<file path="config.mk">
export PLATFORM = sky130hd
export DESIGN_NAME = pe_decode
export DESIGN_NICKNAME = d
export VERILOG_FILES = /design/src/pe_ctrl_pkg.sv /design/src/pe_data_pkg.sv /design/src/pe_decode.sv
export VERILOG_INCLUDE_DIRS = /design/src
export SDC_FILE = /design/constraint.sdc
export NUM_CORES = 1
export LEC_CHECK = 0
export BUFFER_PORTS_ARGS = -buffer_cell sky130_fd_sc_hd__buf_2
export CORE_AREA = 2 2 215 217
export CTS_BUF_LIST = sky130_fd_sc_hd__clkbuf_16
export CTS_CLUSTER_DIAMETER = 30
export DETAILED_ROUTE_END_ITERATION = 12
export DIE_AREA = 0 0 217 219
export GPL_TIMING_DRIVEN = 0
export SYNTH_ARGS = -nofsm -noshare
export SYNTH_HDL_FRONTEND = slang
export SYNTH_SLANG_ARGS = --single-unit
</file>
<file path="constraint.sdc">
create_clock -name clk -period 0.8 [get_ports clk]
set_input_delay 0.12 -clock clk [delete_from_list [all_inputs] [get_ports clk]]
set_output_delay 0.12 -clock clk [all_outputs]
set_load 0.1 [all_outputs]
</file>
<file path="src/pe_config.svh">
`ifndef PE_CONFIG_SVH
`define PE_CONFIG_SVH

// --------------------
// Datapath geometry
`define PE_LANES 4
`define PE_DW 32

// Pipeline depth of each lane multiplier
`define PE_MUL_LATENCY 3

// --------------------
// Latencies in cycles from the edge that samples an item
`define PE_STREAM_LATENCY (`PE_MUL_LATENCY + 2)
`define PE_BCAST_LATENCY (`PE_MUL_LATENCY + 4)

// Forward delay line depth behind the decode register
`define PE_FWD_DEPTH (`PE_STREAM_LATENCY - 1)

`endif
</file>
<file path="src/pe_ctrl_pkg.sv">
package pe_ctrl_pkg;

    // --------------------
    // Operating mode

    // Trace encoding is kept reserved so old command streams decode the same
    typedef enum logic [1:0] {
        stream     = 2'b00,
        bcast      = 2'b01,
        trace_rsvd = 2'b10
    } mode_e;

    // --------------------
    // Sideband that rides beside an item through every stage

    typedef struct packed {
        logic  valid;
        logic  last;
        mode_e mode;
    } item_sb_t;

endpackage

</file>
<file path="src/pe_data_pkg.sv">
`include "pe_config.svh"

package pe_data_pkg;

    // --------------------
    // Datapath words

    // One SIMD lane
    typedef logic [`PE_DW-1:0] lane_t;

    // Operand vector, lane 0 in the low bits
    typedef lane_t [`PE_LANES-1:0] vec_t;

    // Multiplier output, low 32 bits of each lane product
    typedef lane_t [`PE_LANES-1:0] prod_t;

endpackage

</file>
<file path="src/pe_decode.sv">
`timescale 1ns/10ps
`include "pe_config.svh"

module pe_decode (
    input  logic                  clk,
    input  logic                  rst_n,
    input  pe_ctrl_pkg::mode_e    mode,
    input  logic                  last,
    input  pe_data_pkg::vec_t     top_data,
    input  logic                  top_valid,
    input  pe_data_pkg::vec_t     left_data,
    input  logic                  left_valid,
    output pe_ctrl_pkg::item_sb_t sb,
    output pe_data_pkg::vec_t     op_a,
    output pe_data_pkg::vec_t     op_b,
    output pe_data_pkg::lane_t    fwd_word,
    output logic                  fwd_valid
);

    logic              accept;
    pe_data_pkg::vec_t left_route;

    // Both operands present and a live mode
    assign accept = top_valid && left_valid &&
                    (mode == pe_ctrl_pkg::stream || mode == pe_ctrl_pkg::bcast);

    // --------------------
    // Left operand routing

    always_comb begin
        left_route = left_data;
        if (mode == pe_ctrl_pkg::stream) begin
            // Lane 0 is shared by every lane in streaming
            for (int i = 0; i < `PE_LANES; i++) begin
                left_route[i] = left_data[0];
            end
        end
    end

    // --------------------
    // Stage register

    always_ff @(posedge clk or negedge rst_n) begin
        if (!rst_n) begin
            sb        <= '0;
            fwd_valid <= 1'b0;
        end else begin
            sb.valid  <= accept;
            sb.last   <= accept && last;
            sb.mode   <= mode;
            fwd_valid <= accept && (mode == pe_ctrl_pkg::stream);
        end
    end

    always_ff @(posedge clk) begin
        op_a     <= top_data;
        op_b     <= left_route;
        fwd_word <= left_data[0];
    end

endmodule

</file>
=== Word level (Yosys, flattened, before mapping) ===
Cells that the tools add are included.

* Input port bits: 263
* Output and inout port bits: 293
* Word-level logic and storage cells: 21
* Register bits after elaboration: 293

* Muxes and demuxes: 1
* Reductions and logical operators: 6
* Eq/ne operators: 1

{| class="wikitable"
|+ Operators by type and width
! operator !! number
|-
| 128-bit two-way mux || 1
|-
| 1-bit logical AND || 4
|-
| 2-bit by 1-bit equality test with 1-bit output, second input constant || 1
|-
| 2-bit logical NOT || 1
|-
| 1-bit logical OR || 1
|}

=== Logic depth before layout (Yosys ltp) ===
* Depth after elaboration: 4
* Depth in mapped cells: 6

=== Worst setup path after synthesis ===
Ideal clock, no wire load.

* Kind: reg-to-output
* Start point: reg, netlist name fwd_word[0]
* End point: out op_b[0] (netlist bit)
* Cell stages (with the launch flop): 2
* Arrival time: 1.356 ns
* Data required time: 0.680 ns
* Path slack: -0.676 ns
* Cells stage by stage: dfxtp_1 > buf_4

{| class="wikitable"
|+ RTL lines
! item !! line !! source
|-
| to (decl) || pe_decode.sv:15 || <nowiki>output pe_data_pkg::vec_t op_b,</nowiki>
|}

==> results.json <==
{
  "status": "finished, violations left",
  "failed_checks": "negative setup slack",
  "finalPower_mw": 52.17,
  "grt_pass1_wl_um": 54640,
  "port_buffers": 555,
  "fmax_mhz": 739.6,
  "hold_viol": 0,
  "crit_family": "flip-flops",
  "vias": 7209,
  "power.switching_mw": 17.37,
  "start_util_pct": 14.62,
  "antenna_left": 0,
  "syn_area_um2": 6591,
  "cp-start-kind": "flop",
  "synth_most_common_cell": "dfxtp_1",
  "wl_per_cell_um": 19.67,
  "drc_errors": 0,
  "slew_headroom_pct": 54.23,
  "htreeDepth": 2,
  "setup_viol": 296,
  "syn_nets": 708,
  "worstPathMaxFanout": 2,
  "rsz0062_at_grt": "true",
  "drt_iter0_markers": 225,
  "p_leak_nw": 9.298,
  "viasPerCell": 3.654,
  "tightest_slew_ns": 0.6851,
  "rows": 78,
  "place_congestion": 0.8345,
  "p_per_area_nw_per_um2": 2592,
  "drtPass1Iterations": 4,
  "setup_ws_ns": -0.5521,
  "clkPwrFrac_pct": 45.0,
  "crit_slowest_cell": "dfxtp_4",
  "finalMaxSlewViolations": 0,
  "crit_arrival_ns": 1.23,
  "seq_area_frac_synth_pct": 79.65,
  "area.growth.synth_to_final_pct": 205.3,
  "root_buffer": "clkbuf_16",
  "ys_types": 11,
  "hold_path_class": "input port to flop",
  "ys_ff_latch": 261,
  "min_period_over_period_pct": 169.0,
  "slowest_delay_ns": 0.39,
  "dp_hpwl_um": 21770,
  "clock_path_buffers": 3,
  "min-delay-start": "mode[1]",
  "crit_path_end_kind": "output pin",
  "setup_tns_ns": -126.16,
  "die_area_um2": 47520,
  "synthArstFlopShare_pct": 1.916,
  "synthTopCellsByArea": "dfxtp_1 (78%), a21o_1 (11%), nor3b_1 (3.8%)",
  "seq_power_share_pct": 28.5,
  "antenna_found_initial": 2,
  "synth_edf_count": 0,
  "min_path_cells": 3,
  "die_h_um": 219,
  "netlist.area_leader.share_pct": 77.75,
  "ir_drop_v": 0.002267,
  "drv_cap": 0,
  "ys.flop_type": "dfxtp_1",
  "criticalPathCategory": "flop to output pin",
  "avgSynthCellArea_um2": 14.81,
  "synthTopCellsByCount": "dfxtp_1 (256), a21o_1 (96), nor3b_1 (33)",
  "io_pins": 556,
  "grt_overflow": 0,
  "die_w_um": 217,
  "yosysTopAreaCell": "dfxtp_1",
  "swShare_pct": 33.29,
  "cts_buffers": 56,
  "yosysWarningCount": 0,
  "clk_pin_slew_ns": 0.05,
  "tritoncts": "yes",
  "cts_sinks": 261,
  "grt.total_usage_pct": 15.58,
  "worst_hold_path.endpoint": "op_b[97]",
  "post-route-min-period_ns": 1.352,
  "final_layout_size_suffix_gt1_share_pct": 72.01,
  "fillCellCount": 3718,
  "core_um2": 45090,
  "routed_wl_um": 38810,
  "combPwrFrac_pct": 26.5,
  "final_nets": 1587,
  "whs_ns": 0.02318,
  "cp_num_buf_inv": 2,
  "grt_max_degree": 17,
  "synthCells": 445,
  "p_int_mw": 34.80,
  "required_ns": 0.68,
  "grt_pass1_vias": 8546,
  "place_ws_ns": -1.205,
  "path_common_cell": "buf_12",
  "cp_cell_sequence": "buf_12 -> buf_12"
}
## what timing repair did
item	4_1_cts	5_1_grt
setup buffers	2	1
endpoints found under the hold margin	266	5
resized for setup	1217	22
endpoints found under the setup margin	387	345
hold buffers	263	1
pin swaps	0	1
gates cloned	0	2
## cell families (layout without fill, tap and decap cells)
family	Yosys count	after routing	synth area share [%]
compound gates	96	96	10.93
simple gates	37	37	4.024
flops	261	261	79.65
buf+inv	51	978	5.391
other cells	0	1	0
## power groups by stage
stage	Clock, mW	Sequential, mW	Combinational [mW]
2_1_floorplan	0	20.7	1.47
3_3_place_gp	0	14.5	9.54
3_5_place_dp	0	14.5	9.57
4_1_cts	23.8	14.8	13.6
5_1_grt	24.8	14.9	14.1
6_report	23.5	14.8	13.8
## cells in the final DEF (no fill, tap or decap)
master / count
nor3b_4: 1
clkinvlp_4: 4
inv_6: 12
clkinv_2: 7
diode_2: 1
nor3b_2: 21
clkbuf_4: 3
clkbuf_16: 60
dfrtp_2: 5
buf_2: 264
clkinv_1: 6
dfxtp_4: 36
clkinv_16: 2
buf_4: 5
dfxtp_2: 220
bufinv_16: 6
clkbuf_2: 5
clkinv_4: 4
nor2_1: 2
inv_8: 1
nor3b_1: 11
a21o_1: 96
inv_4: 1
buf_8: 4
inv_1: 4
nand2_1: 1
or2_1: 1
dlygate4sd3_1: 263
buf_6: 5
clkinv_8: 1
buf_12: 321
## area by class of cell
| type | count | area [µm²] | area share (%) |
|---|---|---|---|
| multi-input cells | 133 | 1102 | 5.478 |
| well taps | 600 | 750.7 | 3.731 |
| clock buffers | 58 | 1451 | 7.213 |
| flip-flops and latches | 261 | 5667 | 28.16 |
| plain buffers | 49 | 784.5 | 3.899 |
| clock inverters | 48 | 516.7 | 2.568 |
| diodes | 1 | 2.502 | 0.01244 |
| repair buffers | 823 | 9847 | 48.94 |
## sequential cells by signal (all words and copies together) (netlist names)
| signal | flops |
|---|---|
| fwd_valid | 1 |
| sb | 4 |
| op_a | 128 |
| fwd_word | 32 |
| op_b | 96 |
## per-layer routing
layer	up-vias	GRT usage [%]	part of all wire (%)
met3	81	5.793	8.3
met4	0	6.804	3.7
met1	3425	15.16	35
met2	456	29.31	53
met5	-	0	0
li1	3247	-	-
## how the worst max path moves through the flow
stage	to	cells after the start	startpoint	slack, ns
after floorplan	op_b[100]	6	mode[1]	-0.28
after global placement	op_b[67]	5	mode[0]	-1.19
after detailed placement	op_b[67]	5	mode[0]	-1.20
after CTS	op_b[19]	2	fwd_word[19]	-0.58
after global routing	op_b[19]	2	fwd_word[19]	-0.61
final	op_b[3]	2	fwd_word[3]	-0.55
## stage by stage
step	area, µm²	utilization [%]	std cells
6_report	20120	44.63	1973
5_1_grt	20120	44.62	1972
4_1_cts	19980	44.32	1971
3_5_place_dp	10900	24.16	1600
3_3_place_gp	10900	24.16	1600
2_1_floorplan	7367	-	445
Note: power is estimated with default switching activity, not from simulation.
