===== config.mk =====
export PLATFORM = sky130hd
export DESIGN_NAME = pe_stream_acc
export DESIGN_NICKNAME = d
export VERILOG_FILES = /design/src/pe_ctrl_pkg.sv /design/src/pe_data_pkg.sv /design/src/pe_stream_acc.sv
export VERILOG_INCLUDE_DIRS = /design/src
export SDC_FILE = /design/constraint.sdc
export NUM_CORES = 1
export LEC_CHECK = 0
export ABC_CLOCK_PERIOD_IN_PS = 3350
export BUFFER_PORTS_ARGS = -buffer_cell sky130_fd_sc_hd__buf_2
export CORE_MARGIN = 10
export CORE_UTILIZATION = 29
export DETAILED_ROUTE_END_ITERATION = 8
export GPL_TIMING_DRIVEN = 1
export PLACE_DENSITY = 0.56
export SLEW_MARGIN = 20
export SYNTH_ARGS = -nofsm -noshare
export SYNTH_HDL_FRONTEND = slang
export SYNTH_SLANG_ARGS = --single-unit

===== constraint.sdc =====
create_clock -name clk -period 3.35 [get_ports clk]
set_input_delay 0.335 -clock clk [delete_from_list [all_inputs] [get_ports clk]]
set_output_delay 0.335 -clock clk [all_outputs]
set_load 0.005 [all_outputs]

===== src/pe_config.svh =====
`ifndef PE_CONFIG_SVH
`define PE_CONFIG_SVH

// --------------------
// Datapath geometry
`define PE_LANES 4
`define PE_DW 32

// Pipeline depth of each lane multiplier
`define PE_MUL_LATENCY 3

// --------------------
// Latencies in cycles from the edge that samples an item
`define PE_STREAM_LATENCY (`PE_MUL_LATENCY + 2)
`define PE_BCAST_LATENCY (`PE_MUL_LATENCY + 4)

// Forward delay line depth behind the decode register
`define PE_FWD_DEPTH (`PE_STREAM_LATENCY - 1)

`endif

===== src/pe_ctrl_pkg.sv =====
package pe_ctrl_pkg;

    // --------------------
    // Operating mode

    // Trace encoding is kept reserved so old command streams decode the same
    typedef enum logic [1:0] {
        stream     = 2'b00,
        bcast      = 2'b01,
        trace_rsvd = 2'b10
    } mode_e;

    // --------------------
    // Sideband that rides beside an item through every stage

    typedef struct packed {
        logic  valid;
        logic  last;
        mode_e mode;
    } item_sb_t;

endpackage


===== src/pe_data_pkg.sv =====
`include "pe_config.svh"

package pe_data_pkg;

    // --------------------
    // Datapath words

    // One SIMD lane
    typedef logic [`PE_DW-1:0] lane_t;

    // Operand vector, lane 0 in the low bits
    typedef lane_t [`PE_LANES-1:0] vec_t;

    // Multiplier output, low 32 bits of each lane product
    typedef lane_t [`PE_LANES-1:0] prod_t;

endpackage


===== src/pe_stream_acc.sv =====
`timescale 1ns/10ps
`include "pe_config.svh"

module pe_stream_acc (
    input  logic                  clk,
    input  logic                  rst_n,
    input  pe_ctrl_pkg::item_sb_t sb,
    input  pe_data_pkg::prod_t    prod,
    output pe_data_pkg::vec_t     stream_result,
    output logic                  stream_valid
);

    pe_data_pkg::vec_t acc_q;
    pe_data_pkg::vec_t acc_sum;
    logic              hit;

    // Only streaming items touch this accumulator
    assign hit = sb.valid && (sb.mode == pe_ctrl_pkg::stream);

    // --------------------
    // Lane adders

    always_comb begin
        for (int i = 0; i < `PE_LANES; i++) begin
            acc_sum[i] = acc_q[i] + prod[i];
        end
    end

    // --------------------
    // Accumulator and result strobe

    always_ff @(posedge clk or negedge rst_n) begin
        if (!rst_n) begin
            acc_q        <= '0;
            stream_valid <= 1'b0;
        end else begin
            stream_valid <= 1'b0;
            if (hit) begin
                if (sb.last) begin
                    // Group closes, next item starts from zero
                    acc_q        <= '0;
                    stream_valid <= 1'b1;
                end else begin
                    acc_q <= acc_sum;
                end
            end
        end
    end

    // Result holds the sum including the last item
    always_ff @(posedge clk) begin
        if (hit && sb.last) begin
            stream_result <= acc_sum;
        end
    end

endmodule


-- Word-level counts from Yosys, hierarchy flattened
Cells that the tools add are included.
- $add $sub $neg: 4
- multiplexer cells: 3
- reductions and logical operators: 3
- operators with widths (kind ; number):
    $add 32x32->32 ; 4
    $mux 128 ; 1
    $logic_and 1x1->1 ; 2
    $logic_not 2->1 ; 1
    $mux 1 ; 2
- flip-flop bits (word level): 257
- bits of input ports: 134
- logic and storage cells: 19

-- Longest topological paths before layout
- word-level depth: 3
- gate-level depth with buffers: 10

-- Worst setup path before layout
No wires, ideal clock.
- path kind: in2reg
- start: in sb[1] in the netlist's numbering
- end: reg stream_valid
- arrival time: 6490 ps
- data required time: 2661 ps
- setup slack: -3829 ps
- stages on the path: 6
- path through: nor2_1 > nand2_1 > clkbuf_1 > clkbuf_1 > buf_1 > nor2_1
- longest elaborated chain between the ends: 3
- RTL lines (item ; RTL line ; RTL):
    start: declaration ; pe_stream_acc.sv:7 ; input pe_ctrl_pkg::item_sb_t sb,
    $logic_not 2->1 ; pe_stream_acc.sv:18 ; assign hit = sb.valid && (sb.mode == pe_ctrl_pkg::stream);
    $logic_and 1x1->1 ; pe_stream_acc.sv:18 ;
    $mux 1 ; pe_stream_acc.sv:38 ; if (hit) begin
    end signal: assignment ; pe_stream_acc.sv:35 ; stream_valid <= 1'b0;
    end signal: assignment ; pe_stream_acc.sv:37 ; stream_valid <= 1'b0;
    end signal: assignment ; pe_stream_acc.sv:42 ; stream_valid <= 1'b1;
    end: declaration ; pe_stream_acc.sv:10 ; output logic stream_valid
Every way passes these cells.
A chain may end at the register's enable or synchronous reset.

==> impl_results.md <==
* Initial antenna violation count at 5
* Post-synth EDFFs at about 130
* Final min period at 3.064 ns
* Final setup viols at 0
* Post-synth top area share at 25.28%
* Synth warn at 0
* Sequential area share after synthesis at 46.51%
* Cells resized by post-CTS repair at 0
* DP HPWL at about 33000 um
* Post-route ant nets at 0
* Gp weighted congestion at 0.8475
* Routed WL at 44200 um
* Slew @ Worst Pin at 0.7405 ns
* Switching Power at 5488 uW
* Setup tns final at 0 ns
* Vias at 12070
* Fin area at approximately 18000 um^2
* I/O Buffers at 262
* Maxcap violations at 0
* Synth cell types at between 80 and 90
* Leak pwr at 0.008163 uW
* Mapped Cells at 1411
* H-tree depth at 1
* Drc violations at 0
* Dominant cell type by area after synthesis: edfxtp_1
* Core area at 51610 um^2
* Die width at between 200 and 250 um
* Part of the power in the clock network at 22.5%
* CTS tree: built
* Pwr dens at 800.9 nW/um^2
* Grt ovf at 0
* Main synth FF type: dfrtp_1
* Max Slew Vio Count at 0
* Syn Area/Cell at 10.78 um^2
* Setup CP Type: register to register
* CTS sink count at roughly 260
* Max clock buf depth at 3
* Layout cells sized above 1 at about a fifth
* Clock transition at path regs at approximately 0.060 ns
* Peak VDD IR at slightly above 0.4 mV
* Min-delay worst type: primary input to register
* Number of synthesized register bits at 257
* Crit. End Element: register
* Die Y at 249.0 um
* Root buffer selected by CTS: clkbuf_16
* Fillers at between 5000 and 6000
* Crit path DAT at 3.37 ns
* Status: finished clean
* DR pass1 iterations at 5
* Reg power frac at 32.5%
* First-pass GRT wire length at 71040 um
* Fin. Hold Viols at 0
* Clock Skew at just over 0.02 ns
* Post-Syn Nets at 1673
* Fmax at 0.3264 GHz
* # rows at a little over 80
* Asr flop ratio synth at 50.19%
* Iter 0 DRT Violations at 653
* RSZ-0062 raised after global routing: false
* Worst rel slew slack at 50.64%
* GR Util All Layers at about 14%
* Vias in the first global route at 12560
* Ant. Diodes at 0
* Wirelength per Cell at between 15 and 20 um
* Synth-to-layout area growth at 20.42%
* Post-route clock period utilization at slightly above 90%
* Pin count of the biggest net entering global routing at 105
* Die ar. at 61990 um^2
* Later-pin clock latency in the skew report at 0.58 ns
* Top-Level Pins at between 200 and 300
* Placed cell area at 17310 um^2
* Switch share at 37.43%
* Synth top area cells: edfxtp_1, dfrtp_1, ha_1, a22o_1, xnor2_1
* Internal power at 9175 uW
* Inserted Clock Buffers at 31
* Worst-path fanout max at 5
* Comb pwr share at 45.0%
* Vias/cell at 5.102
* Initial Util at between 20% and 30%
* WP data required at ~3.7 ns
* Nets at 1924
* Hold WS at 0.08007 ns
* Synth Cell Area at 15200 um^2
* Crit path launch type: register
[worst paths after layout]
kind                                        from                           end  slack (ns)  cells after the start
setup / recovery           acc_q[96]$_DFFE_PN0P_  stream_result[126]$_DFFE_PP_        0.29                     10
hold / removal                          prod[32]   stream_result[32]$_DFFE_PP_        0.08                      2
setup reg to reg           acc_q[96]$_DFFE_PN0P_  stream_result[126]$_DFFE_PP_        0.29                     10
hold reg to reg            acc_q[64]$_DFFE_PN0P_         acc_q[64]$_DFFE_PN0P_        0.49                      2
max in group asynchronous                  rst_n         acc_q[80]$_DFFE_PN0P_        2.16                      3
min in group asynchronous                  rst_n         acc_q[12]$_DFFE_PN0P_        0.34                      2
[power groups by stage]
stage / combinational, uW / clock, uW / sequential (uW)
floorplan: 5100 / 0 / 4720
global placement: 6490 / 0 / 4800
detailed placement: 6570 / 0 / 4810
CTS: 6620 / 3450 / 4770
global route: 7410 / 3550 / 4850
finish: 6590 / 3310 / 4760
[sequential cells by signal, indices dropped and copies added (netlist names)]
name           cells
acc_q            128
stream_result    128
stream_valid       1
[placed cells by master (no fill, tap or decap), types with 6 or more instances in the layout]
| cell | count |
|---|---|
| inv_1 | 32 |
| o21bai_1 | 16 |
| a22o_1 | 107 |
| nand3_1 | 22 |
| nand2b_1 | 8 |
| o21a_1 | 14 |
| a31oi_1 | 21 |
| dfrtp_1 | 129 |
| nor3_1 | 17 |
| nor2_1 | 75 |
| clkbuf_1 | 11 |
| nand4_1 | 21 |
| or3_1 | 7 |
| clkinv_2 | 6 |
| nand2_1 | 101 |
| nor2b_1 | 16 |
| o21ai_1 | 19 |
| a21o_1 | 53 |
| ha_1 | 124 |
| xor2_1 | 37 |
| buf_4 | 10 |
| and2_1 | 9 |
| or2_2 | 6 |
| o21ai_0 | 62 |
| a21oi_1 | 113 |
| a211oi_1 | 11 |
| clkbuf_16 | 31 |
| and3_1 | 10 |
| edfxtp_1 | 128 |
| xnor2_1 | 77 |
| o211ai_1 | 8 |
| buf_2 | 261 |
[synth_stat cells, types with 9 or more instances]
cell and n:
ha_1 124, nand3_1 22, inv_1 32, a21oi_1 113
o21ai_0 62, a22o_1 107, a21o_1 53, a31oi_1 21
o21a_1 14, xor2_1 37, and3_1 10, xnor2_1 77
nand2_1 102, o21ai_1 19, dfrtp_1 129, edfxtp_1 128
o21bai_1 16, nand4_1 21, nor3_1 17, a211oi_1 11
clkbuf_1 49, nor2_1 77, nor2b_1 16, and2_1 9
[what timing repair did]
item                                   4_1_cts  5_1_grt
hold buffers                                 1        0
endpoints found under the hold margin       65        0
setup buffers                                0        0
[cell type report]
type                    instances  area (um^2)  share of cell area (%)
multi-input cells            1063         7809                   42.65
flip-flops and latches        257         7072                   38.63
repair buffers                276         1463                   7.989
clock buffers                  47        885.9                   4.838
well taps                     680        850.8                   4.647
inverters                      33        123.9                  0.6766
clock inverters                10        105.1                  0.5740
[layer usage]
metal | track usage [%] | up-vias | share of wire [%]
li1 | - | 5865 | -
met1 | 18.02 | 5886 | 45
met2 | 23.54 | 267 | 48
met3 | 2.296 | 50 | 4.6
met4 | 3.404 | 4 | 1.9
met5 | 0 | - | 0.061
[cells by family after synthesis]
group,share of synthesized area [%]
compound gates,23.54
simple gates,9.966
buf+inv,2.280
fa+ha+maj,10.73
mux,0.4032
flops,46.51
xor+xnor,6.567
[critical path, cell delays in order, from the launching register on]
cell and delay, ns:
dfrtp_1 0.38, ha_1 0.21, fa_1 0.42, a211oi_1 0.36
o21a_1 0.19, nor2_1 0.07, o211ai_2 0.26, o211ai_2 0.19
a2111oi_2 0.41, o21ai_1 0.14, xor2_1 0.16
[through the flow]
stage          setup WS [ns]  std cells  utilization (%)  power, uW
2_1_floorplan       0.002069       1411                -       9820
3_3_place_gp          0.2355       2308            33.53      11290
3_5_place_dp          0.2141       2308            33.53      11370
4_1_cts               0.2827       2366            35.47      14830
5_1_grt              0.07460       2366            35.47      15810
6_report              0.2862       2366            35.47      14660
Note: power is estimated with default switching activity, not from simulation.
