--- src/pe_config.svh ---
`ifndef PE_CONFIG_SVH
`define PE_CONFIG_SVH

// --------------------
// Datapath geometry
`define PE_LANES 4
`define PE_DW 32

// Pipeline depth of each lane multiplier
`define PE_MUL_LATENCY 3

// --------------------
// Latencies in cycles from the edge that samples an item
`define PE_STREAM_LATENCY (`PE_MUL_LATENCY + 2)
`define PE_BCAST_LATENCY (`PE_MUL_LATENCY + 4)

// Forward delay line depth behind the decode register
`define PE_FWD_DEPTH (`PE_STREAM_LATENCY - 1)

`endif
--- src/pe_ctrl_pkg.sv ---
package pe_ctrl_pkg;

    // --------------------
    // Operating mode

    // Trace encoding is kept reserved so old command streams decode the same
    typedef enum logic [1:0] {
        stream     = 2'b00,
        bcast      = 2'b01,
        trace_rsvd = 2'b10
    } mode_e;

    // --------------------
    // Sideband that rides beside an item through every stage

    typedef struct packed {
        logic  valid;
        logic  last;
        mode_e mode;
    } item_sb_t;

endpackage

--- src/pe_data_pkg.sv ---
`include "pe_config.svh"

package pe_data_pkg;

    // --------------------
    // Datapath words

    // One SIMD lane
    typedef logic [`PE_DW-1:0] lane_t;

    // Operand vector, lane 0 in the low bits
    typedef lane_t [`PE_LANES-1:0] vec_t;

    // Multiplier output, low 32 bits of each lane product
    typedef lane_t [`PE_LANES-1:0] prod_t;

endpackage

--- src/pe_bcast_reduce.sv ---
`timescale 1ns/10ps
`include "pe_config.svh"

module pe_bcast_reduce (
    input  logic                  clk,
    input  logic                  rst_n,
    input  pe_ctrl_pkg::item_sb_t sb,
    input  pe_data_pkg::prod_t    prod,
    output pe_data_pkg::lane_t    bcast_result,
    output logic                  bcast_valid
);

    localparam int PAIRS = `PE_LANES / 2;

    pe_data_pkg::lane_t    pair_q [PAIRS];
    pe_data_pkg::lane_t    tree_q;
    pe_data_pkg::lane_t    tree_sum;
    pe_data_pkg::lane_t    acc_q;
    pe_data_pkg::lane_t    acc_sum;
    pe_ctrl_pkg::item_sb_t l1_sb;
    pe_ctrl_pkg::item_sb_t l2_sb;

    // --------------------
    // Tree level one adds neighbouring lanes

    always_ff @(posedge clk) begin
        for (int p = 0; p < PAIRS; p++) begin
            pair_q[p] <= prod[2*p] + prod[2*p+1];
        end
    end

    // --------------------
    // Tree level two folds the pair sums

    always_comb begin
        tree_sum = '0;
        for (int p = 0; p < PAIRS; p++) begin
            tree_sum = tree_sum + pair_q[p];
        end
    end

    always_ff @(posedge clk) begin
        tree_q <= tree_sum;
    end

    // Sideband staged with the tree, masked to broadcast items
    always_ff @(posedge clk or negedge rst_n) begin
        if (!rst_n) begin
            l1_sb <= '0;
            l2_sb <= '0;
        end else begin
            l1_sb       <= sb;
            l1_sb.valid <= sb.valid && (sb.mode == pe_ctrl_pkg::bcast);
            l2_sb       <= l1_sb;
        end
    end

    // --------------------
    // Scalar accumulator

    assign acc_sum = acc_q + tree_q;

    always_ff @(posedge clk or negedge rst_n) begin
        if (!rst_n) begin
            acc_q       <= '0;
            bcast_valid <= 1'b0;
        end else begin
            bcast_valid <= l2_sb.valid && l2_sb.last;
            if (l2_sb.valid) begin
                acc_q <= l2_sb.last ? '0 : acc_sum;
            end
        end
    end

    always_ff @(posedge clk) begin
        if (l2_sb.valid && l2_sb.last) begin
            bcast_result <= acc_sum;
        end
    end

endmodule

--- config.mk ---
export PLATFORM = sky130hd
export DESIGN_NAME = pe_bcast_reduce
export DESIGN_NICKNAME = d
export VERILOG_FILES = /design/src/pe_ctrl_pkg.sv /design/src/pe_data_pkg.sv /design/src/pe_bcast_reduce.sv
export VERILOG_INCLUDE_DIRS = /design/src
export SDC_FILE = /design/constraint.sdc
export NUM_CORES = 1
export LEC_CHECK = 0
export ABC_AREA = 1
export BUFFER_PORTS_ARGS = -buffer_cell sky130_fd_sc_hd__clkbuf_2
export CAP_MARGIN = 5
export CORE_MARGIN = 2
export CORE_UTILIZATION = 55
export CTS_CLUSTER_DIAMETER = 200
export CTS_CLUSTER_SIZE = 14
export DETAILED_ROUTE_END_ITERATION = 8
export GPL_TIMING_DRIVEN = 0
export PLACE_DENSITY = 0.83
export SETUP_SLACK_MARGIN = 0.1
export SYNTH_ARGS = -nofsm -noshare
export SYNTH_HDL_FRONTEND = slang
export SYNTH_SLANG_ARGS = --single-unit
export TNS_END_PERCENT = 20
--- constraint.sdc ---
create_clock -name clk -period 5.1 [get_ports clk]
set_input_delay 0.765 -clock clk [delete_from_list [all_inputs] [get_ports clk]]
set_output_delay 0.765 -clock clk [all_outputs]
set_load 0.005 [all_outputs]
# Word level (Yosys, flattened, before mapping)
# Memory sizes are Yosys's and may differ from the RTL's.
# Index checks and enable logic that the tools add are counted.
[totals]
register_bits = 101
latch_bits = 0
ramBits = 64
mem_bits_ro = 0
output_inout_bits = 33
elab_cells = 17
mem_count = 1
[memory_table]
columns = ["memory", "words", "word_bits", "rd", "rd_clocked_by_memory_dff", "wr", "line_no", "source"]
rows = [
  ["pair_q", 2, 32, 2, 0, 2, "pe_bcast_reduce.sv:15", "pe_data_pkg::lane_t pair_q [PAIRS];"],
]
[op_classes]
n_addsub = 4
n_mul = 0
div = 0
n_lt_le_gt_ge = 0
n_eq_ne = 1
shifts = 0
n_mux = 1
bitwise_logic = 0
reduce_logical = 2
[ops]
columns = ["operator", "n"]
rows = [
  ["adder 32 bit", 4],
  ["two-way mux 32 bit", 1],
  ["== test 2 x 1 -> 1 bit, second input constant", 1],
  ["logical AND 1 bit", 2],
]

# Depth between registers and ports, before layout
[depth]
ltp_word = 2
depth_mapped = 13

# Least setup slack after synthesis
# Ideal clock, no wire load.
[synth_timing]
path_kind = "input to register"
startpoint = "input port prod[64] (netlist bit)"
endpoint = "memory pair_q[0][56] (netlist bit)"
arrival_ns = 2.187
t_required_ns = 4.987
path_slack_ns = 2.801
stages = 10
path_cell_list = "ha_1 fa_1 nand2_1 nand3_1 and2_1 a21oi_1 or2_1 nand3_1 nand2_1 nand2_1"
[synth_rtl]
columns = ["item", "line_no", "source"]
rows = [
  ["from (decl)", "pe_bcast_reduce.sv:8", "input pe_data_pkg::prod_t prod,"],
  ["to (decl)", "pe_bcast_reduce.sv:15", ""],
]

==> results.md <==
- Worst-skew pair later-pin latency: 0.44 ns
- Ports: roughly 170
- Final period utilization: 46.4%
- Vias: approximately 12k
- Core box area: approximately 0.022 sq mm
- Max-cap violations: 0
- Startpoint Class: primary input
- All-Layer GR Usage: between 20% and 30%
- Port buffer count: ~170
- Area growth, synth to finish: 14.4%
- Largest net degree at the start of global routing: 38
- Resized Gates After CTS: 0
- WL/cell: between 10 and 15 microns
- Gr ovfl total: 0
- DR pass1 iterations: 5
- DRC viols: 0
- CTS H-tree depth: 4
- CP Capture Type: flip-flop
- Ys flop type: dfxtp_1
- Final setup viols: 0
- Die ar.: around 0.024 sq mm
- Post-synth EDFFs: 32
- Clock Sink Count: between 150 and 200
- Slew at the pin closest to its max-slew limit: 1.19 ns
- Syn nets: between 2k and 2.5k
- Initial antenna violation count: 1
- Tmin final: ~2.4 ns
- Final Max Tran Viols: 0
- CTS clock-pin slew for the worst setup and hold paths: 0.08 ns
- Worst R2R Setup Slack: 2.82 ns
- Setup TNS Final: 0 ns
- Synth Area in Simple Gates: 33.8%
- Synthesized-area fraction occupied by ao, oa, aoi and oai cells: 10.2%
- Total power: 0.00727 W
- Final hold violation count: 0
- First-pass GRT wire length: 55.0 mm
- VDD IR-drop max: around 0.34 mV
- FP Rows: 54
- Syn avg cell area: 6.82 sq um
- Largest family of logic cells by synthesized area: simple AND/OR/NAND/NOR gates
- Setup CP Type: primary input to flip-flop
- ANT cells: 0
- Dpl hpwl: 27.9 mm
- Class of the tightest hold or removal check: flip-flop to flip-flop
- CP Max Fanout: 3
- GP Congestion: between 0.9 and 1
- Synthesized area: 0.0124 sq mm
- Die width: 154 microns
- CTS tree: done
- Starting Density: 56.4%
- Height of the die: 154 microns
- Final nets: 2268
- Rel. slew slack: 20.3%
- Asr flop ratio synth: around 22%
- Post-synthesis sequential area ratio: 30.7%
- Worst Skew: 0.00984 ns
- Vias in the first global route: 11.9k
- Vias/cell: approximately 5.3
- Mapped Cells: 1821
- Post-CTS Hold Fix Bufs: 0
- Post-synthesis mux area share: 0%
- Xor/xnor share of the synthesized area: under 10%
- CTS root buf: clkbuf_16
- Initial DRC Count: 750
- Warning count from the yosys run: 0
- PwrDens: 511 mW/mm^2
- Critical path required time: 5.43 ns
- Yosys reg bits: 165
- Leak: 7.54 nW
- Yosys cell types: 39
- Unrepaired setup endpoints after global routing: no
- Status: finished clean
- Final ANT Viol Nets: 0
- Max Fclk: between 400 and 500 MHz
- Worst EP arrival: 2.70 ns
- Total CTS buffers: 17
- Share of cells above drive strength 1: 11.9%
- Total Wirelength: 33.2 mm
- Clk buf depth: 2
- Post-synthesis adder-cell area fraction: 13.1%
- Setup Buffers After CTS: 0
-- layout make-up --
cell class / count / area [sq um]
Timing Repair Buffer: 166 / 831
Clock inverter: 15 / 181
Sequential cell: 165 / 3810
Tap cell: 280 / 350
Fill cell: 2056 / 7820
Multi-Input combinational cell: 1435 / 7780
Clock buffer: 17 / 425
Inverter: 216 / 811
Buffer: 5 / 20.0
-- routing by layer --
layer	up-vias	part of all wire [%]	wire length, microns	GRT usage [%]
li1	6311	-	-	-
met2	385	49	16200	51.5
met4	0	3.6	1210	12.5
met5	-	0	0	0
met3	75	4.8	1610	3.22
met1	5456	43	14300	34.7
-- state kept, by name, summed over array words and instances (netlist names) --
name	flops
bcast_valid	1
bcast_result	32
pair_q	64
acc_q	32
l1_sb	2
l2_sb	2
tree_q	32
-- where the power goes --
| part | internal, W | switching (W) | total, W |
|---|---|---|---|
| logic | 0.00138 | 0.00256 | 0.00393 |
| clock network | 0.000665 | 0.000617 | 0.00128 |
| registers | 0.00185 | 0.000203 | 0.00205 |
| total | 0.00389 | 0.00338 | 0.00727 |
-- critical path, cell delays in order --
cell,delay [ns]
clkbuf_2,0.09
ha_1,0.29
fa_1,0.49
nand2_1,0.10
nand3_1,0.10
and2_1,0.19
a21oi_1,0.27
or2_1,0.20
nand3_1,0.09
nand2_1,0.07
nand2_1,0.04
-- final timing paths --
kind                       depth (start not counted)      from          endpoint
max in group asynchronous                          1     rst_n         acc_q[24]
hold / removal                                     0  l1_sb[3]          l2_sb[3]
setup reg to reg                                   9  acc_q[0]  bcast_result[28]
min in group asynchronous                          1     rst_n          l1_sb[3]
hold reg to reg                                    0  l1_sb[3]          l2_sb[3]
setup / recovery                                  11  prod[64]     pair_q[0][56]
-- synthesized netlist by cell type (8+ instances only) --
| library cell | count | share of area [%] |
|---|---|---|
| inv_2 | 9 | 0.27 |
| dfxtp_1 | 96 | 15 |
| nor3_1 | 21 | 0.85 |
| nor2_1 | 167 | 5.0 |
| and2_1 | 18 | 0.91 |
| nand3b_1 | 9 | 0.54 |
| dfrtp_1 | 37 | 7.5 |
| edfxtp_1 | 32 | 7.7 |
| nand3_1 | 124 | 5.0 |
| xor2_1 | 62 | 4.4 |
| nand2_1 | 600 | 18 |
| nand4_1 | 14 | 0.71 |
| ha_1 | 124 | 12 |
| xnor2_1 | 11 | 0.78 |
| a21oi_1 | 134 | 5.4 |
| inv_1 | 205 | 6.2 |
| o21ai_0 | 71 | 2.9 |
| nand2_2 | 12 | 0.60 |
| o21bai_1 | 8 | 0.48 |
-- through the flow --
step	hold slack (ns)	util, %	instances	instance area (sq um)	setup WS [ns]
final	0.355	64.5	2299	14200	2.74
after floorplan	0.331	-	1821	12400	2.80
after global placement	0.334	61.7	2267	13600	2.36
after detailed placement	0.336	61.7	2267	13600	2.35
after CTS	0.353	64.5	2299	14200	2.79
after global routing	0.363	64.5	2299	14200	2.65
-- cell usage in the layout (no fill, tap or decap), types with 7 or more instances in the layout --
master and instances:
a21o_1 7, ha_1 124, inv_2 9, a21oi_1 134, nand4_1 14, xnor2_1 11
o21bai_1 8, nor2_2 7, clkbuf_16 17, xor2_1 62, dfxtp_1 96, nor2_1 167
nand2_1 600, and2_1 18, nor3_1 21, inv_1 205, nand2_2 12, nand3_1 124
edfxtp_1 32, clkbuf_2 166, o21ai_0 71, dfrtp_1 37, nor4_1 7, nand3b_1 9
-- logic make-up (layout without fill, tap and decap cells) --
kind of cell	after synthesis	after routing
simple gates	995	995
compound gates	236	236
buf+inv	221	419
flops	165	165
fa+ha+maj	128	128
xor+xnor	76	76
Note: power is estimated with default switching activity, not from simulation.
