### src/pe_config.svh
`ifndef PE_CONFIG_SVH
`define PE_CONFIG_SVH

// --------------------
// Datapath geometry
`define PE_LANES 4
`define PE_DW 32

// Pipeline depth of each lane multiplier
`define PE_MUL_LATENCY 3

// --------------------
// Latencies in cycles from the edge that samples an item
`define PE_STREAM_LATENCY (`PE_MUL_LATENCY + 2)
`define PE_BCAST_LATENCY (`PE_MUL_LATENCY + 4)

// Forward delay line depth behind the decode register
`define PE_FWD_DEPTH (`PE_STREAM_LATENCY - 1)

`endif
### src/pe_ctrl_pkg.sv
package pe_ctrl_pkg;

    // --------------------
    // Operating mode

    // Trace encoding is kept reserved so old command streams decode the same
    typedef enum logic [1:0] {
        stream     = 2'b00,
        bcast      = 2'b01,
        trace_rsvd = 2'b10
    } mode_e;

    // --------------------
    // Sideband that rides beside an item through every stage

    typedef struct packed {
        logic  valid;
        logic  last;
        mode_e mode;
    } item_sb_t;

endpackage

### src/pe_data_pkg.sv
`include "pe_config.svh"

package pe_data_pkg;

    // --------------------
    // Datapath words

    // One SIMD lane
    typedef logic [`PE_DW-1:0] lane_t;

    // Operand vector, lane 0 in the low bits
    typedef lane_t [`PE_LANES-1:0] vec_t;

    // Multiplier output, low 32 bits of each lane product
    typedef lane_t [`PE_LANES-1:0] prod_t;

endpackage

### src/pe_mul_array.sv
`timescale 1ns/10ps
`include "pe_config.svh"

module pe_mul_array (
    input  logic                  clk,
    input  logic                  rst_n,
    input  pe_ctrl_pkg::item_sb_t sb_in,
    input  pe_data_pkg::vec_t     op_a,
    input  pe_data_pkg::vec_t     op_b,
    output pe_data_pkg::prod_t    prod,
    output pe_ctrl_pkg::item_sb_t sb_out
);

    // Product pipeline, one entry per multiplier stage
    pe_data_pkg::prod_t mul_q [`PE_MUL_LATENCY];

    // --------------------
    // Lane multipliers

    // Product is kept modulo 2^32 per lane
    always_ff @(posedge clk) begin
        for (int l = 0; l < `PE_LANES; l++) begin
            mul_q[0][l] <= op_a[l] * op_b[l];
        end
        for (int s = 1; s < `PE_MUL_LATENCY; s++) begin
            mul_q[s] <= mul_q[s-1];
        end
    end

    assign prod = mul_q[`PE_MUL_LATENCY-1];

    // --------------------
    // Sideband follows the products stage for stage

    pe_delay_line #(
        .payload_t (pe_ctrl_pkg::item_sb_t),
        .DEPTH     (`PE_MUL_LATENCY)
    ) u_sb_delay (
        .clk   (clk),
        .rst_n (rst_n),
        .d     (sb_in),
        .q     (sb_out)
    );

endmodule

### src/pe_delay_line.sv
`timescale 1ns/10ps

module pe_delay_line #(
    parameter type payload_t = logic,
    parameter int  DEPTH     = 1
) (
    input  logic     clk,
    input  logic     rst_n,
    input  payload_t d,
    output payload_t q
);

    // Register chain, stage 0 takes the input
    payload_t stage_q [DEPTH];

    always_ff @(posedge clk or negedge rst_n) begin
        if (!rst_n) begin
            for (int i = 0; i < DEPTH; i++) begin
                stage_q[i] <= '0;
            end
        end else begin
            stage_q[0] <= d;
            for (int i = 1; i < DEPTH; i++) begin
                stage_q[i] <= stage_q[i-1];
            end
        end
    end

    assign q = stage_q[DEPTH-1];

endmodule

### config.mk
export PLATFORM = sky130hd
export DESIGN_NAME = pe_mul_array
export DESIGN_NICKNAME = d
export VERILOG_FILES = /design/src/pe_ctrl_pkg.sv /design/src/pe_data_pkg.sv /design/src/pe_mul_array.sv /design/src/pe_delay_line.sv
export VERILOG_INCLUDE_DIRS = /design/src
export SDC_FILE = /design/constraint.sdc
export NUM_CORES = 2
export LEC_CHECK = 0
export BUFFER_PORTS_ARGS = -buffer_cell sky130_fd_sc_hd__buf_4
export CAP_MARGIN = 40
export CELL_PAD_IN_SITES_DETAIL_PLACEMENT = 0
export CELL_PAD_IN_SITES_GLOBAL_PLACEMENT = 1
export CORE_MARGIN = 1.5
export CORE_UTILIZATION = 40
export CTS_BUF_LIST = sky130_fd_sc_hd__clkbuf_16
export DETAILED_ROUTE_END_ITERATION = 7
export PLACE_DENSITY_LB_ADDON = 0.1
export SYNTH_ARGS = -nofsm -noshare
export SYNTH_HDL_FRONTEND = slang
export SYNTH_HIERARCHICAL = 1
export SYNTH_SLANG_ARGS = --single-unit
export TNS_END_PERCENT = 50
### constraint.sdc
create_clock -name clk -period 1.4 [get_ports clk]
set_input_delay 0.14 -clock clk [delete_from_list [all_inputs] [get_ports clk]]
set_output_delay 0.14 -clock clk [all_outputs]
set_load 0.01 [all_outputs]
# Yosys cells after proc, flatten, opt, wreduce, memory -nomap -nowiden
# Memory sizes are Yosys's and may differ from the RTL's.
# Cells that the tools add are included.
# W data, S select, Z words.
# word_totals
n_memories	1
ramBits	384
word_cells	14
output_inout_bits	132
in_bits	262
latch_bits	0
rom_bits	0
ff_bits	12
# mem_list
name	depth	word_bits	read_ports	rd_ports_with_merged_regs	wr	line	text
mul_q	3	128	3	0	3	pe_mul_array.sv:15	pe_data_pkg::prod_t mul_q [`PE_MUL_LATENCY];
# classes
div	0
bitwise_logic	0
n_lt_le_gt_ge	0
add_sub_neg	0
eq_ne	0
multipliers	4
n_mux	0
n_reduce_logical	0
n_shift	0
# op_table
op	count
$mul A32 B32 Y32	4

# Depth between registers and ports, before layout
# logic_depth
ltp_word	1
mapped_depth	27
ltp_nobuf	25

# By module
# The synthesis kept the hierarchy.
# modules_own_cells
module	area_each_um2	cells_each	instances	seq_area_each_um2
pe_mul_array	71208.3	7438	1	7687.4
pe_delay_line	330.3	16	1	300.3

# Least setup slack after synthesis
# No wires, ideal clock.
# synth_timing
kind	in2reg
startpoint	input op_b[34] (netlist bit)
endpoint	memory mul_q[0][63] (netlist bit)
path_buffers	2
cell_stages	25
arrival_time_ns	6.529
setup_slack_ns	-5.201
setup_time_ns	0.072
required_time_ns	1.328
path_cell_list	clkbuf_1 > clkbuf_1 > and2_1 > fa_1 > inv_1 > fa_1 > fa_1 > fa_1 > inv_1 > fa_1 > inv_1 > fa_1 > inv_1 > fa_1 > fa_1 > ha_1 > a21oi_1 > o21ai_0 > a221oi_1 > o2111ai_1 > a31oi_1 > nor2b_1 > o21a_1 > o41ai_2 > xnor2_1
# synth_lines
element	line	text
start: declaration	pe_mul_array.sv:9	input pe_data_pkg::vec_t op_b,
end: declaration	pe_mul_array.sv:15	

==> flow_metrics.env <==
export IMPL_syn_instance_count=7454
export IMPL_worstHoldStart="op_b[96]"
export IMPL_cts_tree="done"
export IMPL_worstPathRequired_ns=2.01
export IMPL_achievable_frequency_mhz=170.9
export IMPL_rows=155
export IMPL_fin_nets=10850
export IMPL_slew_limit_headroom_pct=66.11
export IMPL_ys_warn_count=6
export IMPL_cp_start_kind="primary input"
export IMPL_grt_pass1_wl_mm=343.1
export IMPL_top_layer="met5"
export IMPL_wire_per_inst_microns=20.38
export IMPL_end_kind="register"
export IMPL_clk_pin_slew_ns=0.06
export IMPL_root_buffer="clkbuf_16"
export IMPL_clock_path_buffers=3
export IMPL_ys_async_sr_fraction_pct=3.030
export IMPL_yosys_area_top_type="fa_1"
export IMPL_gp_congestion=0.9108
export IMPL_htreeDepth=2
export IMPL_core_area_sq_um=178000
export IMPL_reg2reg_setup_slack_ns=0.81
export IMPL_via_per_inst=4.710
export IMPL_r2r_start="mul_q[0][3]$_DFF_P_"
export IMPL_synth_edff_count=0
export IMPL_fin_area_sq_um=89920
export IMPL_gr_total_overflow=0
export IMPL_netlist_area_leader_share_pct=45.67
export IMPL_hold_class="in2reg"
export IMPL_cts_sinks=396
export IMPL_grt_max_degree=24
export IMPL_finalMaxSlewViolations=0
export IMPL_via_count=51160
export IMPL_fin_hold_ws_ns=0.1073
export IMPL_routed_wirelength_mm=221.3
export IMPL_setup_viol=133
export IMPL_ys_flop_type="dfxtp_1"
export IMPL_portBuffers=393
export IMPL_period_share_pct=418.0
export IMPL_die_y_microns=425.9
export IMPL_syn_to_final_growth_pct=25.69
export IMPL_tightest_slew_ns=0.5066
export IMPL_cp_arrival_ns=6.46
export IMPL_rsz0062_at_grt="yes"
export IMPL_num_io_pins=394
export IMPL_antenna_found_initial=8
export IMPL_status="finished with violations"
export IMPL_violations="negative setup slack"
export IMPL_drive_above_1_share_pct=24.41
export IMPL_place_hpwl_mm=185.1
export IMPL_critPathKind="in2reg"
export IMPL_wl_met3_mm=7.728
export IMPL_netlist_area_sq_um=71540
export IMPL_drc=0
export IMPL_worstHoldPathCells=4
export IMPL_start_util_pct=40.18
export IMPL_initialDrtViolationCount=2320
export IMPL_ant_nets=0
export IMPL_clkLatencyLatePin_ns=0.69
export IMPL_fin_crit_ns=5.852
export IMPL_m1WireLength_mm=92.48
export IMPL_fin_ws_ns=-4.452
export IMPL_skew_ns=0.03546
export IMPL_met2_length_mm=112.9
export IMPL_syn_num_nets=9840
export IMPL_drt_pass1_iter_count=6
export IMPL_report_final_hold_viol_count=0
export IMPL_dpl_instance_area_sq_um=83090
export IMPL_cts_made_buffers=49
export IMPL_avgSynthCellArea_sq_um=9.597
export IMPL_die_x_microns=425.9
export IMPL_drv_cap=0
export IMPL_pre_cts_ws_ns=-5.479
export IMPL_final_util_pct=50.51
export IMPL_synth_seq_area_share_pct=11.17
export IMPL_rr_endpoint="mul_q[0][131]$_DFF_P_"
export IMPL_hold_end="mul_q[0][96]$_DFF_P_"
export IMPL_rr_worst_depth=0
export IMPL_die_area_sq_um=181400
export IMPL_synth_cell_types=64
export IMPL_track_usage_pct=25.04
export IMPL_ys_seq_elements=396
export IMPL_synthTopCellsByArea="fa_1 (46%), dfxtp_1 (11%), and2_1 (11%), ha_1 (8.6%), inv_1 (8.0%)"
export IMPL_first_global_vias=57880
export IMPL_critPathMaxFanout=8
cell usage in the layout (no fill, tap or decap), drive strengths merged, types with 12 or more instances in the layout:
cell type / synthesis / layout
a211oi: 18 / 18
a21o: 28 / 28
a21oi: 93 / 93
and2: 1212 / 1212
buf: 132 / 1413
clkbuf: 342 / 54
clkinv: 0 / 20
dfrtp: 12 / 12
dfxtp: 384 / 384
dlygate4sd3: 0 / 12
fa: 1632 / 1632
ha: 492 / 492
inv: 1531 / 1544
nand2: 944 / 944
nand3: 12 / 12
nor2: 68 / 68
nor3: 16 / 16
o21a: 17 / 17
o21ai: 58 / 58
o21bai: 12 / 12
xnor2: 269 / 269
xor2: 70 / 70
Yosys cell counts, drive strengths merged, types with 2 or more instances:
cell type     n
a2111o        2
a2111oi       4
a211o         4
a211oi       18
a21boi        3
a21o         28
a21oi        93
a221oi        5
a311oi        2
a31o          7
a31oi         7
and2       1212
and3          8
and4          4
buf         132
clkbuf      342
dfrtp        12
dfxtp       384
fa         1632
ha          492
inv        1531
nand2       944
nand2b       11
nand3        12
nand3b        2
nand4         7
nand4b        2
nor2         68
nor2b        10
nor3         16
nor4          2
o2111ai       2
o211ai       10
o21a         17
o21ai        58
o21bai       12
o31a          2
or2           3
or3           2
xnor2       269
xor2         70
routing by layer:
metal  GRT usage (%)  up-vias
met1           31.78    26490
met3           2.473      276
met5               0        -
met2           44.65      926
met4           7.906        4
li1                -    23460
stage by stage:
step           TNS (ns)  cells
6_report        -396.78  10860
5_1_grt         -410.30  10860
4_1_cts         -392.94  10820
3_5_place_dp    -496.71  10630
3_3_place_gp    -492.49  10630
2_1_floorplan   -431.92   7454
worst max path at each step:
stage	start	endpoint	cells after the start
2_1_floorplan	op_b[34]	mul_q[0][63]$_DFF_P_	25
3_3_place_gp	op_b[34]	mul_q[0][63]$_DFF_P_	22
3_5_place_dp	op_b[35]	mul_q[0][63]$_DFF_P_	24
4_1_cts	op_b[39]	mul_q[0][63]$_DFF_P_	22
5_1_grt	op_b[37]	mul_q[0][63]$_DFF_P_	22
6_report	op_b[37]	mul_q[0][63]$_DFF_P_	22
state kept, by name, summed over array words and instances, names as in the netlist:
name	cells
u_sb_delay/q	4
mul_q	384
u_sb_delay/stage_q	8
what timing repair did:
action	CTS	global route
resized for setup	566	295
cloned	9	3
pin swaps	382	279
buffers inserted	88	42
hold buffers	12	0
setup endpoints to repair	143	139
hold endpoints to repair	22	0
layout make-up:
| type | count | area, sq um |
|---|---|---|
| Fill cell | 16800 | 88120 |
| Multi-Input combinational cell | 5053 | 58770 |
| Timing Repair Buffer | 1433 | 12870 |
| Sequential cell | 396 | 7988 |
| Inverter | 1531 | 5747 |
| Tap cell | 2355 | 2947 |
| Clock buffer | 51 | 1276 |
| Clock inverter | 37 | 309.0 |
| Antenna cell | 4 | 10.01 |
cells by family after synthesis:
logic type / synth area share (%)
and+or+nand+nor: 16.61
adders and majority gates: 54.27
buffers and inverters: 11.21
DFF: 11.17
xor gates and xnor gates: 4.150
AOI/OAI and AO/OA: 2.573
muxes: 0.01399
critical path, stage by stage:
cell       delay, ns
buf_8           0.12
and2_4          0.16
fa_1            0.56
fa_1            0.45
fa_1            0.56
inv_1           0.06
fa_1            0.49
inv_2           0.04
fa_1            0.47
fa_1            0.56
fa_1            0.43
fa_1            0.56
ha_4            0.24
a21oi_2         0.15
nand2_2         0.09
a221oi_4        0.32
o2111ai_4       0.18
a31oi_4         0.21
nor2b_1         0.07
o21a_1          0.20
o41ai_2         0.23
xnor2_1         0.15
Power is not shown: default switching activity piles up to over one toggle a cycle in this logic, so the estimate is an artifact.
